<file path="src/hw/bus_pkg.sv">
package bus_pkg;

   ////////////////////////////////////////////////////////////////////
   // bus widths
   ////////////////////////////////////////////////////////////////////

   // processor address and data word
   localparam int addr_w = 16;
   localparam int data_w = 16;

   // index bits used by each target space
   localparam int mem_aw = 8;
   localparam int io_aw  = 4;

   // storage depths that follow from the index bits
   localparam int mem_depth = 1 << mem_aw;
   localparam int io_depth  = 1 << io_aw;

   // wait-state counter width, holds counts 0 to 7
   localparam int wait_w = 3;

   ////////////////////////////////////////////////////////////////////
   // bus operations
   ////////////////////////////////////////////////////////////////////

   // one operation per bus cycle
   // bit 1 picks the space, bit 0 picks the direction
   typedef enum logic [1:0] {
      op_mem_read  = 2'b00,
      op_mem_write = 2'b01,
      op_io_read   = 2'b10,
      op_io_write  = 2'b11
   } bus_op_e;

endpackage

</file>
<file path="src/hw/cpu_bus_if.sv">
interface cpu_bus_if import bus_pkg::*; ();

   // space selects, active low, one at a time
   logic              nmem;
   logic              nio;

   // direction levels, active low
   logic              nr;
   logic              nwen;

   // address and write word, held for the whole cycle
   logic [addr_w-1:0] addr;
   logic [data_w-1:0] wdata;

   // returned by the data bus side
   logic [data_w-1:0] rdata;
   // one-cycle pulse in the last cycle of a bus cycle
   logic              cycle_end;

   // sequencer side
   modport cpu (
      output nmem, nio, nr, nwen, addr, wdata,
      input  rdata, cycle_end
   );

   // data bus interface side
   modport bus (
      input  nmem, nio, nr, nwen, addr, wdata,
      output rdata, cycle_end
   );

endinterface

</file>
<file path="src/hw/dev_bus_if.sv">
interface dev_bus_if import bus_pkg::*; ();

   // bus enable and space selects, all active low
   logic              nbusen;
   logic              nmem_sel;
   logic              nio_sel;

   // write strobe, low for one cycle per write
   logic              nw;

   // address bus and outbound data
   logic [addr_w-1:0] ab;
   logic [data_w-1:0] db_out;

   // inbound data and wait request from the target
   logic [data_w-1:0] db_in;
   logic              nws;

   // data bus interface side
   modport master (
      output nbusen, nmem_sel, nio_sel, nw, ab, db_out,
      input  db_in, nws
   );

   // memory and i/o target side
   modport target (
      input  nbusen, nmem_sel, nio_sel, nw, ab, db_out,
      output db_in, nws
   );

endinterface

</file>
<file path="src/hw/bus_cmd_sequencer.sv">
module bus_cmd_sequencer import bus_pkg::*; (
   input  logic              clk,
   input  logic              rst_n,
   input  logic              cmd_valid,
   input  bus_op_e           cmd_op,
   input  logic [addr_w-1:0] cmd_addr,
   input  logic [data_w-1:0] cmd_wdata,
   output logic              busy,
   output logic              done,
   output logic [data_w-1:0] rdata,
   cpu_bus_if.cpu            cpu
);

   typedef enum logic {
      st_idle,
      st_active
   } seq_state_e;

   seq_state_e        state_q;
   logic              nmem_q;
   logic              nio_q;
   logic              nr_q;
   logic              nwen_q;
   logic              done_q;
   logic [addr_w-1:0] addr_q;
   logic [data_w-1:0] wdata_q;
   logic [data_w-1:0] rdata_q;
   logic              accept;

   // a command is only looked at while idle
   assign accept = (state_q == st_idle) && cmd_valid;

   ////////////////////////////////////////////////////////////////////
   // control state and decoded levels
   ////////////////////////////////////////////////////////////////////

   always_ff @(posedge clk) begin
      if (!rst_n) begin
         state_q <= st_idle;
         nmem_q  <= 1'b1;
         nio_q   <= 1'b1;
         nr_q    <= 1'b1;
         nwen_q  <= 1'b1;
         done_q  <= 1'b0;
      end else begin
         done_q <= 1'b0;
         case (state_q)
            st_idle: begin
               if (cmd_valid) begin
                  state_q <= st_active;
                  // space select from bit 1 and direction from bit 0
                  nmem_q  <= !(cmd_op inside {op_mem_read, op_mem_write});
                  nio_q   <= !(cmd_op inside {op_io_read, op_io_write});
                  nr_q    <= !(cmd_op inside {op_mem_read, op_io_read});
                  nwen_q  <= !(cmd_op inside {op_mem_write, op_io_write});
               end
            end
            st_active: begin
               // release all levels for the done cycle
               if (cpu.cycle_end) begin
                  state_q <= st_idle;
                  nmem_q  <= 1'b1;
                  nio_q   <= 1'b1;
                  nr_q    <= 1'b1;
                  nwen_q  <= 1'b1;
                  done_q  <= 1'b1;
               end
            end
            default: state_q <= st_idle;
         endcase
      end
   end

   // command payload held until the next acceptance
   always_ff @(posedge clk) begin
      if (accept) begin
         addr_q  <= cmd_addr;
         wdata_q <= cmd_wdata;
      end
   end

   // read word captured at the end of the bus cycle
   always_ff @(posedge clk) begin
      if ((state_q == st_active) && cpu.cycle_end) begin
         rdata_q <= cpu.rdata;
      end
   end

   assign busy  = (state_q == st_active);
   assign done  = done_q;
   assign rdata = rdata_q;

   assign cpu.nmem  = nmem_q;
   assign cpu.nio   = nio_q;
   assign cpu.nr    = nr_q;
   assign cpu.nwen  = nwen_q;
   assign cpu.addr  = addr_q;
   assign cpu.wdata = wdata_q;

   // exactly one space selected while busy and none while idle
   a_one_space: assert property (@(posedge clk) disable iff (!rst_n)
      busy ? (cpu.nmem ^ cpu.nio) : (cpu.nmem && cpu.nio));

endmodule

</file>
<file path="src/hw/bus_subsystem_top.sv">
module bus_subsystem_top import bus_pkg::*; #(
   parameter int mem_wait = 2,
   parameter int io_wait  = 0
) (
   input  logic              clk,
   input  logic              rst_n,
   input  logic              nhalt,
   input  logic              cmd_valid,
   input  bus_op_e           cmd_op,
   input  logic [addr_w-1:0] cmd_addr,
   input  logic [data_w-1:0] cmd_wdata,
   output logic              busy,
   output logic              done,
   output logic [data_w-1:0] rdata
);

   ////////////////////////////////////////////////////////////////////
   // internal buses
   ////////////////////////////////////////////////////////////////////

   // sequencer to data bus interface
   cpu_bus_if cpu_if ();

   // data bus interface to target
   dev_bus_if dev_if ();

   ////////////////////////////////////////////////////////////////////
   // blocks
   ////////////////////////////////////////////////////////////////////

   // command side
   bus_cmd_sequencer u_seq (
      .clk       (clk),
      .rst_n     (rst_n),
      .cmd_valid (cmd_valid),
      .cmd_op    (cmd_op),
      .cmd_addr  (cmd_addr),
      .cmd_wdata (cmd_wdata),
      .busy      (busy),
      .done      (done),
      .rdata     (rdata),
      .cpu       (cpu_if.cpu)
   );

   // wait states, strobes and data steering
   databus u_databus (
      .clk   (clk),
      .rst_n (rst_n),
      .nhalt (nhalt),
      .cpu   (cpu_if.bus),
      .dev   (dev_if.master)
   );

   // storage, wait counts per space
   mem_io_target #(
      .mem_wait (mem_wait),
      .io_wait  (io_wait)
   ) u_target (
      .clk   (clk),
      .rst_n (rst_n),
      .dev   (dev_if.target)
   );

endmodule

</file>
<file path="src/hw/databus.sv">
module databus import bus_pkg::*; (
   input  logic       clk,
   input  logic       rst_n,
   input  logic       nhalt,
   cpu_bus_if.bus     cpu,
   dev_bus_if.master  dev
);

   logic sel_any;
   logic enabled;
   logic waiting_q;
   logic issued_q;
   logic strobe_phase;

   ////////////////////////////////////////////////////////////////////
   // bus enable and halt gating
   ////////////////////////////////////////////////////////////////////

   // a cycle is open while either space is selected
   assign sel_any = !cpu.nmem || !cpu.nio;

   // waiting also keeps the bus enabled and halt overrides everything
   assign enabled = nhalt && (sel_any || waiting_q);

   assign dev.nbusen   = !enabled;
   assign dev.nmem_sel = !(nhalt && !cpu.nmem);
   assign dev.nio_sel  = !(nhalt && !cpu.nio);

   ////////////////////////////////////////////////////////////////////
   // wait-state flip-flop and strobe phase
   ////////////////////////////////////////////////////////////////////

   // waiting_q follows the wait request sampled in an enabled cycle
   // issued_q marks that the strobe phase has passed in this cycle
   always_ff @(posedge clk) begin
      if (!rst_n) begin
         waiting_q <= 1'b0;
         issued_q  <= 1'b0;
      end else if (!sel_any) begin
         // selects released so the next bus cycle starts clean
         waiting_q <= 1'b0;
         issued_q  <= 1'b0;
      end else if (nhalt) begin
         if (enabled) begin
            waiting_q <= !dev.nws;
         end
         if (strobe_phase) begin
            issued_q <= 1'b1;
         end
      end
      // both flags hold their value while halted
   end

   // first enabled cycle with no wait request
   assign strobe_phase = enabled && dev.nws && !issued_q;

   // write enable gated by the not-waiting state and fired once per cycle
   assign dev.nw = !(strobe_phase && !cpu.nwen);

   // the cycle closes one clock after the strobe phase
   assign cpu.cycle_end = enabled && issued_q && !waiting_q && dev.nws;

   ////////////////////////////////////////////////////////////////////
   // data steering
   ////////////////////////////////////////////////////////////////////

   assign dev.ab = cpu.addr;

   // outbound word only on an enabled write
   assign dev.db_out = (enabled && !cpu.nwen) ? cpu.wdata : '0;

   // inbound word only on an enabled read
   assign cpu.rdata = (enabled && !cpu.nr) ? dev.db_in : '0;

   // strobe never during a wait request or a halt
   // and the flip-flop is clear and the strobe spent right after it
   a_nw_not_waiting: assert property (@(posedge clk) disable iff (!rst_n)
      !dev.nw |-> (dev.nws && nhalt) ##1 (issued_q && !waiting_q));

   // the target is not waiting when the cycle closes nor in the cycle before
   a_end_not_waiting: assert property (@(posedge clk) disable iff (!rst_n)
      cpu.cycle_end |-> (dev.nws && $past(dev.nws)));

endmodule

</file>
<file path="src/hw/mem_io_target.sv">
module mem_io_target import bus_pkg::*; #(
   parameter int mem_wait = 2,
   parameter int io_wait  = 0
) (
   input  logic       clk,
   input  logic       rst_n,
   dev_bus_if.target  dev
);

   // wait counts trimmed to the counter width
   localparam logic [wait_w-1:0] mem_wait_c = wait_w'(mem_wait);
   localparam logic [wait_w-1:0] io_wait_c  = wait_w'(io_wait);

   logic [data_w-1:0] mem     [mem_depth];
   logic [data_w-1:0] io_regs [io_depth];

   logic              enabled;
   logic              active_q;
   logic [wait_w-1:0] cnt_q;
   logic [wait_w-1:0] wait_sel;
   logic [wait_w-1:0] remaining;

   assign enabled = !dev.nbusen;

   ////////////////////////////////////////////////////////////////////
   // wait-state counter
   ////////////////////////////////////////////////////////////////////

   // count requested by the addressed space
   assign wait_sel = !dev.nio_sel ? io_wait_c : mem_wait_c;

   // first enabled cycle takes the full count, later ones the counter
   assign remaining = active_q ? cnt_q : wait_sel;

   always_ff @(posedge clk) begin
      if (!rst_n) begin
         active_q <= 1'b0;
         cnt_q    <= '0;
      end else if (!enabled) begin
         // bus idle or halted, next enabled cycle starts over
         active_q <= 1'b0;
         cnt_q    <= '0;
      end else begin
         active_q <= 1'b1;
         if (remaining != '0) begin
            cnt_q <= remaining - 1'b1;
         end else begin
            cnt_q <= '0;
         end
      end
   end

   // request waits while count remains
   assign dev.nws = !(enabled && (remaining != '0));

   ////////////////////////////////////////////////////////////////////
   // storage
   ////////////////////////////////////////////////////////////////////

   // written on the edge that ends the strobe cycle
   always_ff @(posedge clk) begin
      if (!dev.nw) begin
         if (!dev.nmem_sel) begin
            mem[dev.ab[mem_aw-1:0]] <= dev.db_out;
         end else if (!dev.nio_sel) begin
            io_regs[dev.ab[io_aw-1:0]] <= dev.db_out;
         end
      end
   end

   // combinational read from the selected space
   assign dev.db_in = !dev.nio_sel ? io_regs[dev.ab[io_aw-1:0]]
                                   : mem[dev.ab[mem_aw-1:0]];

   // a wait request only inside an enabled, selected cycle
   a_nws_enabled: assert property (@(posedge clk) disable iff (!rst_n)
      !dev.nws |-> (!dev.nbusen && (!dev.nmem_sel || !dev.nio_sel)));

endmodule
</file>
<file path="config.mk">
export PLATFORM = sky130hd
export DESIGN_NAME = bus_subsystem_top
export DESIGN_NICKNAME = d
export VERILOG_FILES = /design/src/hw/bus_pkg.sv /design/src/hw/cpu_bus_if.sv /design/src/hw/dev_bus_if.sv /design/src/hw/bus_cmd_sequencer.sv /design/src/hw/bus_subsystem_top.sv /design/src/hw/databus.sv /design/src/hw/mem_io_target.sv
export SDC_FILE = /design/constraint.sdc
export NUM_CORES = 2
export LEC_CHECK = 0
export ABC_AREA = 1
export BUFFER_PORTS_ARGS = -buffer_cell sky130_fd_sc_hd__buf_2
export CORE_MARGIN = 2
export CORE_UTILIZATION = 30
export DETAILED_ROUTE_END_ITERATION = 8
export PLACE_DENSITY = 0.43
export SLEW_MARGIN = 10
export SYNTH_ARGS = -nofsm -noshare
export SYNTH_HDL_FRONTEND = slang
export SYNTH_MEMORY_MAX_BITS = 65536
export SYNTH_SLANG_ARGS = --single-unit
</file>
<file path="constraint.sdc">
create_clock -name clk -period 9.2 [get_ports clk]
set_input_delay 0 -clock clk [delete_from_list [all_inputs] [get_ports clk]]
set_output_delay 0 -clock clk [all_outputs]
set_load 0.02 [all_outputs]
</file>
; ---- Word level (Yosys, flattened, before mapping)
; Memory sizes are Yosys's and may differ from the RTL's. A register that Yosys moved wholly into a read port is not among the register bits.
; Index checks and enable logic that the tools add are counted.
[classes]
n_addsub = 1
n_eq_ne = 5
muxes = 27
n_bitwise = 1
n_reduce_logical = 39
[op_table]
columns = operator, n
row1 = $mux 16, 2
row2 = $mux 1, 16
row3 = $logic_and 1x1->1, 14
row4 = $logic_not 1->1, 11
row5 = $pmux 1 s2, 5
row6 = $reduce_and 2->1, 5
row7 = $mux 8, 1
row8 = $reduce_bool 2->1, 4
row9 = $eq 2x2->1 const B, 2
row10 = $mux 4, 1
row11 = $mux 3, 1
row12 = $reduce_and 3->1, 1
row13 = $reduce_bool 3->1, 1
row14 = $sub 3x1->3 const B, 1
row15 = $eq 2x1->1 const B, 1
row16 = $logic_not 2->1, 1
row17 = $logic_or 1x1->1, 2
row18 = $mux 2, 1
row19 = $ne 2x1->1 const B, 1
row20 = $ne 2x2->1 const B, 1
row21 = $not 1->1, 1
[word_totals]
regBits = 52
ramBits = 4352
memories = 2
[memory_table]
columns = name, words, width, rd, rd_ports_with_merged_regs, write_ports, line
row1 = u_target.mem, 256, 16, 1, 1, 1, mem_io_target.sv:14  ; logic [data_w-1:0] mem [mem_depth];
row2 = u_target.io_regs, 16, 16, 1, 1, 1, mem_io_target.sv:15  ; logic [data_w-1:0] io_regs [io_depth];

; ---- Longest topological paths before layout
[depth]
ltp_word = 12
depth_mapped = 17
mapped_depth_nobuf = 13

; ---- Modules after synthesis
; Synthesis repeated with hierarchy kept, for this count alone.
[unflattened]
hier_cells = 15333
area_unflattened_um2 = 176485.5
[by_module_without_submodules]
columns = mod, n_inst, cells_each, area_each_um2, seq_area_each_um2
row1 = mem_io_target, 1, 15148, 174225.8, 130765.4
row2 = bus_cmd_sequencer, 1, 79, 1669.1, 1561.5
row3 = databus, 1, 106, 590.6, 40.0

; ---- Least setup slack after synthesis
; Ideal clock, no wire load.
[synth_path]
path_kind = reg-to-reg
from = reg u_seq.nmem_q, in the netlist u_seq.cpu.nmem
to = mem u_target.io_regs[0][10], data pin
setup_ns = 1.468
arrival_ns = 7.178
required_time_ns = 7.732
path_slack_ns = 0.554
path_stages_with_launch = 5
n_path_buf = 1
path_cell_list = dfxtp_1 > a31oi_1 > nand2_2 > buf_1 > nor2_1
[synth_via]
elab_chain_len = 6
[synth_lines]
columns = item, line
row1 = start: declaration, bus_cmd_sequencer.sv:20  ; logic nmem_q;
row2 = start signal: assignment, bus_cmd_sequencer.sv:52  ; nmem_q <= !(cmd_op inside {op_mem_read, op_mem_write});
row3 = $logic_not 1->1, databus.sv:20  ; assign sel_any = !cpu.nmem || !cpu.nio;
row4 = $logic_or 1x1->1, databus.sv:20
row5 = $logic_or 1x1->1, databus.sv:23  ; assign enabled = nhalt && (sel_any || waiting_q);
row6 = $logic_and 1x1->1, databus.sv:23
row7 = $logic_and 1x1->1, databus.sv:70  ; assign dev.db_out = (enabled && !cpu.nwen) ? cpu.wdata : '0;
row8 = $mux 16, databus.sv:70
row9 = named net dev_if.db_out[10], dev_bus_if.sv:13  ; logic [data_w-1:0] db_out;
row10 = end: declaration, mem_io_target.sv:15
; The timed path passes the listed nets, and every way through them passes these cells.

; ---- Worst setup path in the final report
[layout_path]
from = reg u_seq.nio_q, in the netlist u_seq.cpu.nio
to = mem u_target.mem[36][6], enable pin
[layout_via]
elab_chain_len = 12
[layout_lines]
columns = item, line
row1 = start: declaration, bus_cmd_sequencer.sv:21  ; logic nio_q;
row2 = start signal: assignment, bus_cmd_sequencer.sv:53  ; nio_q <= !(cmd_op inside {op_io_read, op_io_write});
row3 = $logic_not 1->1 *, "databus.sv:20, databus.sv:27"
row4 = $logic_and 1x1->1, databus.sv:27  ; assign dev.nio_sel = !(nhalt && !cpu.nio);
row5 = $mux 2, mem_io_target.sv:30  ; assign wait_sel = !dev.nio_sel ? io_wait_c : mem_wait_c;
row6 = $mux 3, mem_io_target.sv:33  ; assign remaining = active_q ? cnt_q : wait_sel;
row7 = $reduce_bool 3->1, mem_io_target.sv:54  ; assign dev.nws = !(enabled && (remaining != '0));
row8 = $logic_and 1x1->1, mem_io_target.sv:54
row9 = $logic_not 1->1, mem_io_target.sv:54
row10 = $logic_and 1x1->1 * (2 in a row), databus.sv:55  ; assign strobe_phase = enabled && dev.nws && !issued_q;
row11 = $logic_and 1x1->1 *, databus.sv:58  ; assign dev.nw = !(strobe_phase && !cpu.nwen);
row12 = $mux 1 *, mem_io_target.sv:62  ; if (!dev.nw) begin
row13 = $mux 1 (not written as such) *, mem_io_target.sv:64  ; mem[dev.ab[mem_aw-1:0]] <= dev.db_out;
row14 = end: declaration, mem_io_target.sv:14
; Every way passes the cells marked *; elsewhere a longest branch is shown, timed or not.

==> metrics.txt <==
status=finished, final reports clean; dpl hpwl=312 mm; Post-synth EDFFs=4,392; ys async rst share=0%; post-synth cell types=34; Pint=32.8 mW; H-tree levels=5; final std cells w/o fill=22,763; Crit-path slowest cell=nor2_2; num ports=56; clock root cell=clkbuf_16; register area share after synthesis=74.6%; synth-to-layout area growth=13.6%; Via Count=112,319; peak supply drop=0.177 mV; Core Util, Final=34.2%; Max Freq=0.200 GHz; Finished Cell Area=0.202 mm^2; most frequent cells in the layout=4,392 x edfxtp_1, 4,242 x nand2_1, 4,059 x nand3_1; number of max-cap violations=0; Power, Total=43.6 mW; Mean Syn Cell Area=12.2 um^2; Flop pwr share=50.3%; Leak Pwr=73.8 nW; Placer Congestion=0.836; Die X=773 um; initial core utilization=30.1%; Hold WS=0.128 ns; setup TNS=0 ns; dpl cell area=0.187 mm^2; Post-Place Cells=21,813; CTS tree=done; Sink Count=4,412; max_slew headroom=11.0%; Vias per Instance=4.93; Final setup viols=0; min-delay worst type=in2reg; drt drc=0; drt first pass iters=5; Startpoint Class=flop; initial drt markers=11,357; post-layout net count=14,573; min-delay src=nhalt; commonest non-fill, non-tap cell in the layout=edfxtp_1; Primary FF master, synth=edfxtp_1; depth of the worst hold-timing path=4; pre-CTS setup slack=4.26 ns; crit path cell chain=nor2_1, buf_4, nor2_1, a21oi_1, ha_1, nand2_1, nor3_2, nand3_2, nor3_2, nand2_1, nor2_2; Fin. Hold Viols=0; clock latency on the worst-skew pair=1.05 ns; Switch Pwr=10.8 mW; #FFs+latches synth=4,412; post-route clock period utilization=54.2%; Syn. warnings=0; Worst Path Required=9.83 ns; Syn Nets=14,558; Reg2Reg Depth=11; routed len/inst=25.4 um; gr ovfl total=0; first-pass GRT wire length=816 mm; core area=0.590 mm^2; Syn Std Cell Area=0.177 mm^2; # resized after CTS=0; Post-CTS Setup Bufs=0; top fanout value on the critical path=16; CP max stage delay=1.15 ns; PD cells=216 mW/mm^2; hold buffer count at CTS=58; vias in the first global route=104,873; Least-Margin Pin Slew=1.34 ns; ratio of cells with drive above 1 in the final layout=8.08%; Port-buffer cells=47; final WL=578 mm; Clock Skews=0.0624 ns; Final ANT Viol Nets=0; Die ar.=0.598 mm^2; Final Worst Setup Slack=4.21 ns; Std-Cell Rows=282; TritonCTS buffer count=470; Sw Share=24.8%; Clk network pwr share=41.7%; Worst Setup End Kind=flop; maximum number of pins on one net before global-route repair=160; flop-to-flop setup slack=4.21 ns; reg2reg end=u_target.mem[36][6]$_DFFE_PP_; RR Startpoint=u_seq.cpu.nio$_SDFFE_PN1P_; RSZ-0062 raised after global routing=no; Die Ht=773 um; Min Clock Period, post-route=4.99 ns; Reg clk slew, reported paths=0.06 ns; end point of the worst hold path=u_databus.waiting_q$_SDFFE_PN0P_; Final Max Slew Viols=0; Mapped Cells=14,518; clk buf depth=4; Arr. time, crit path=5.62 ns; initial antenna violation count=50; Worst Setup Path Type=reg2reg; Gate power share=8.0%; total track usage=18.6%
## critical path, delay by kind of cell (launching register included)
family / cells / cell delay [ns]
AND/OR/NAND/NOR: 8 / 3.61
buffers and inverters: 1 / 0.21
flip-flops: 1 / 0.35
AO/OA/AOI/OAI: 1 / 0.16
adder cells (fa/ha/maj): 1 / 0.17
## power by group through the flow
stage	Clock (mW)	Sequential [mW]	Combinational, mW
4_1_cts	18.6	21.9	3.53
3_5_place_dp	0	22.4	3.50
5_1_grt	19.3	21.9	3.75
3_3_place_gp	0	22.4	3.51
6_report	18.2	21.9	3.49
2_1_floorplan	0	22.4	2.08
## synthesized netlist by cell type (2+ instances only)
| library cell | instances | area [um^2] |
|---|---|---|
| a221oi_1 | 2 | 17.5 |
| dfxtp_1 | 20 | 400 |
| buf_2 | 491 | 2460 |
| edfxtp_1 | 4392 | 132000 |
| o221ai_1 | 14 | 123 |
| a211oi_1 | 2 | 15.0 |
| o21ai_0 | 145 | 726 |
| o32ai_1 | 3 | 26.3 |
| nor3_2 | 3 | 30.0 |
| o21ai_1 | 3 | 15.0 |
| o311ai_0 | 2 | 17.5 |
| o2111ai_1 | 2 | 17.5 |
| inv_2 | 4 | 15.0 |
| a31oi_1 | 5 | 31.3 |
| buf_4 | 206 | 1550 |
| o22ai_1 | 41 | 257 |
| o211ai_1 | 13 | 97.6 |
| nand3_1 | 4059 | 20300 |
| buf_6 | 11 | 124 |
| nor2_1 | 450 | 1690 |
| clkbuf_1 | 190 | 713 |
| nand2_2 | 5 | 31.3 |
| a21oi_1 | 12 | 60.1 |
| buf_1 | 97 | 364 |
| nand4_4 | 4 | 85.1 |
| ha_1 | 2 | 25.0 |
| inv_1 | 76 | 285 |
| nand2_1 | 4258 | 16000 |
## cells by family (layout without fill, tap and decap cells)
logic type	after synthesis	count (layout)	share of synthesized area, %
fa+ha+maj	2	2	0.0141
simple gates	8782	8782	21.5
buf+inv	1076	1478	3.11
other cells	0	33	0
xor+xnor	1	1	0.00494
flops	4412	4412	74.6
compound gates	245	245	0.796
## worst max-delay path by stage
stage	slack [ns]	endpoint	startpoint
finish	4.21	u_target.mem[36][6]$_DFFE_PP_	u_seq.cpu.nio$_SDFFE_PN1P_
global route	3.95	u_target.mem[195][8]$_DFFE_PP_	u_seq.cpu.nio$_SDFFE_PN1P_
CTS	4.23	u_target.mem[37][14]$_DFFE_PP_	u_seq.cpu.nio$_SDFFE_PN1P_
detailed placement	4.26	u_target.mem[195][0]$_DFFE_PP_	nhalt
global placement	4.25	u_target.mem[36][14]$_DFFE_PP_	nhalt
floorplan	0.55	u_target.io_regs[0][10]$_DFFE_PP_	u_seq.cpu.nmem$_SDFFE_PN1P_
## sequential cells by signal, summed over array words and instances (netlist names), 3 cells and up, named ones only
name and count:
u_seq.cpu.wdata 16, u_seq.rdata 16, u_target.mem 4096, u_target.cnt_q 3
u_seq.cpu.addr 8, u_target.io_regs 256
## layout make-up
type,instances,area (um^2)
Antenna cell,33,82.6
Multi-Input combinational cell,9030,40000
Tap cell,7810,9770
Timing Repair Buffer,538,4740
Clock buffer,605,12400
Sequential cell,4412,132000
Clock inverter,254,1910
Inverter,81,349
Fill cell,58006,388000
## layer usage
| metal | track usage (%) | part of all wire, % |
|---|---|---|
| met5 | 0 | 0.0057 |
| met4 | 5.56 | 3.0 |
| met3 | 2.57 | 5.7 |
| met2 | 29.1 | 46 |
| met1 | 26.9 | 46 |
(Power assumes the default switching activity.)
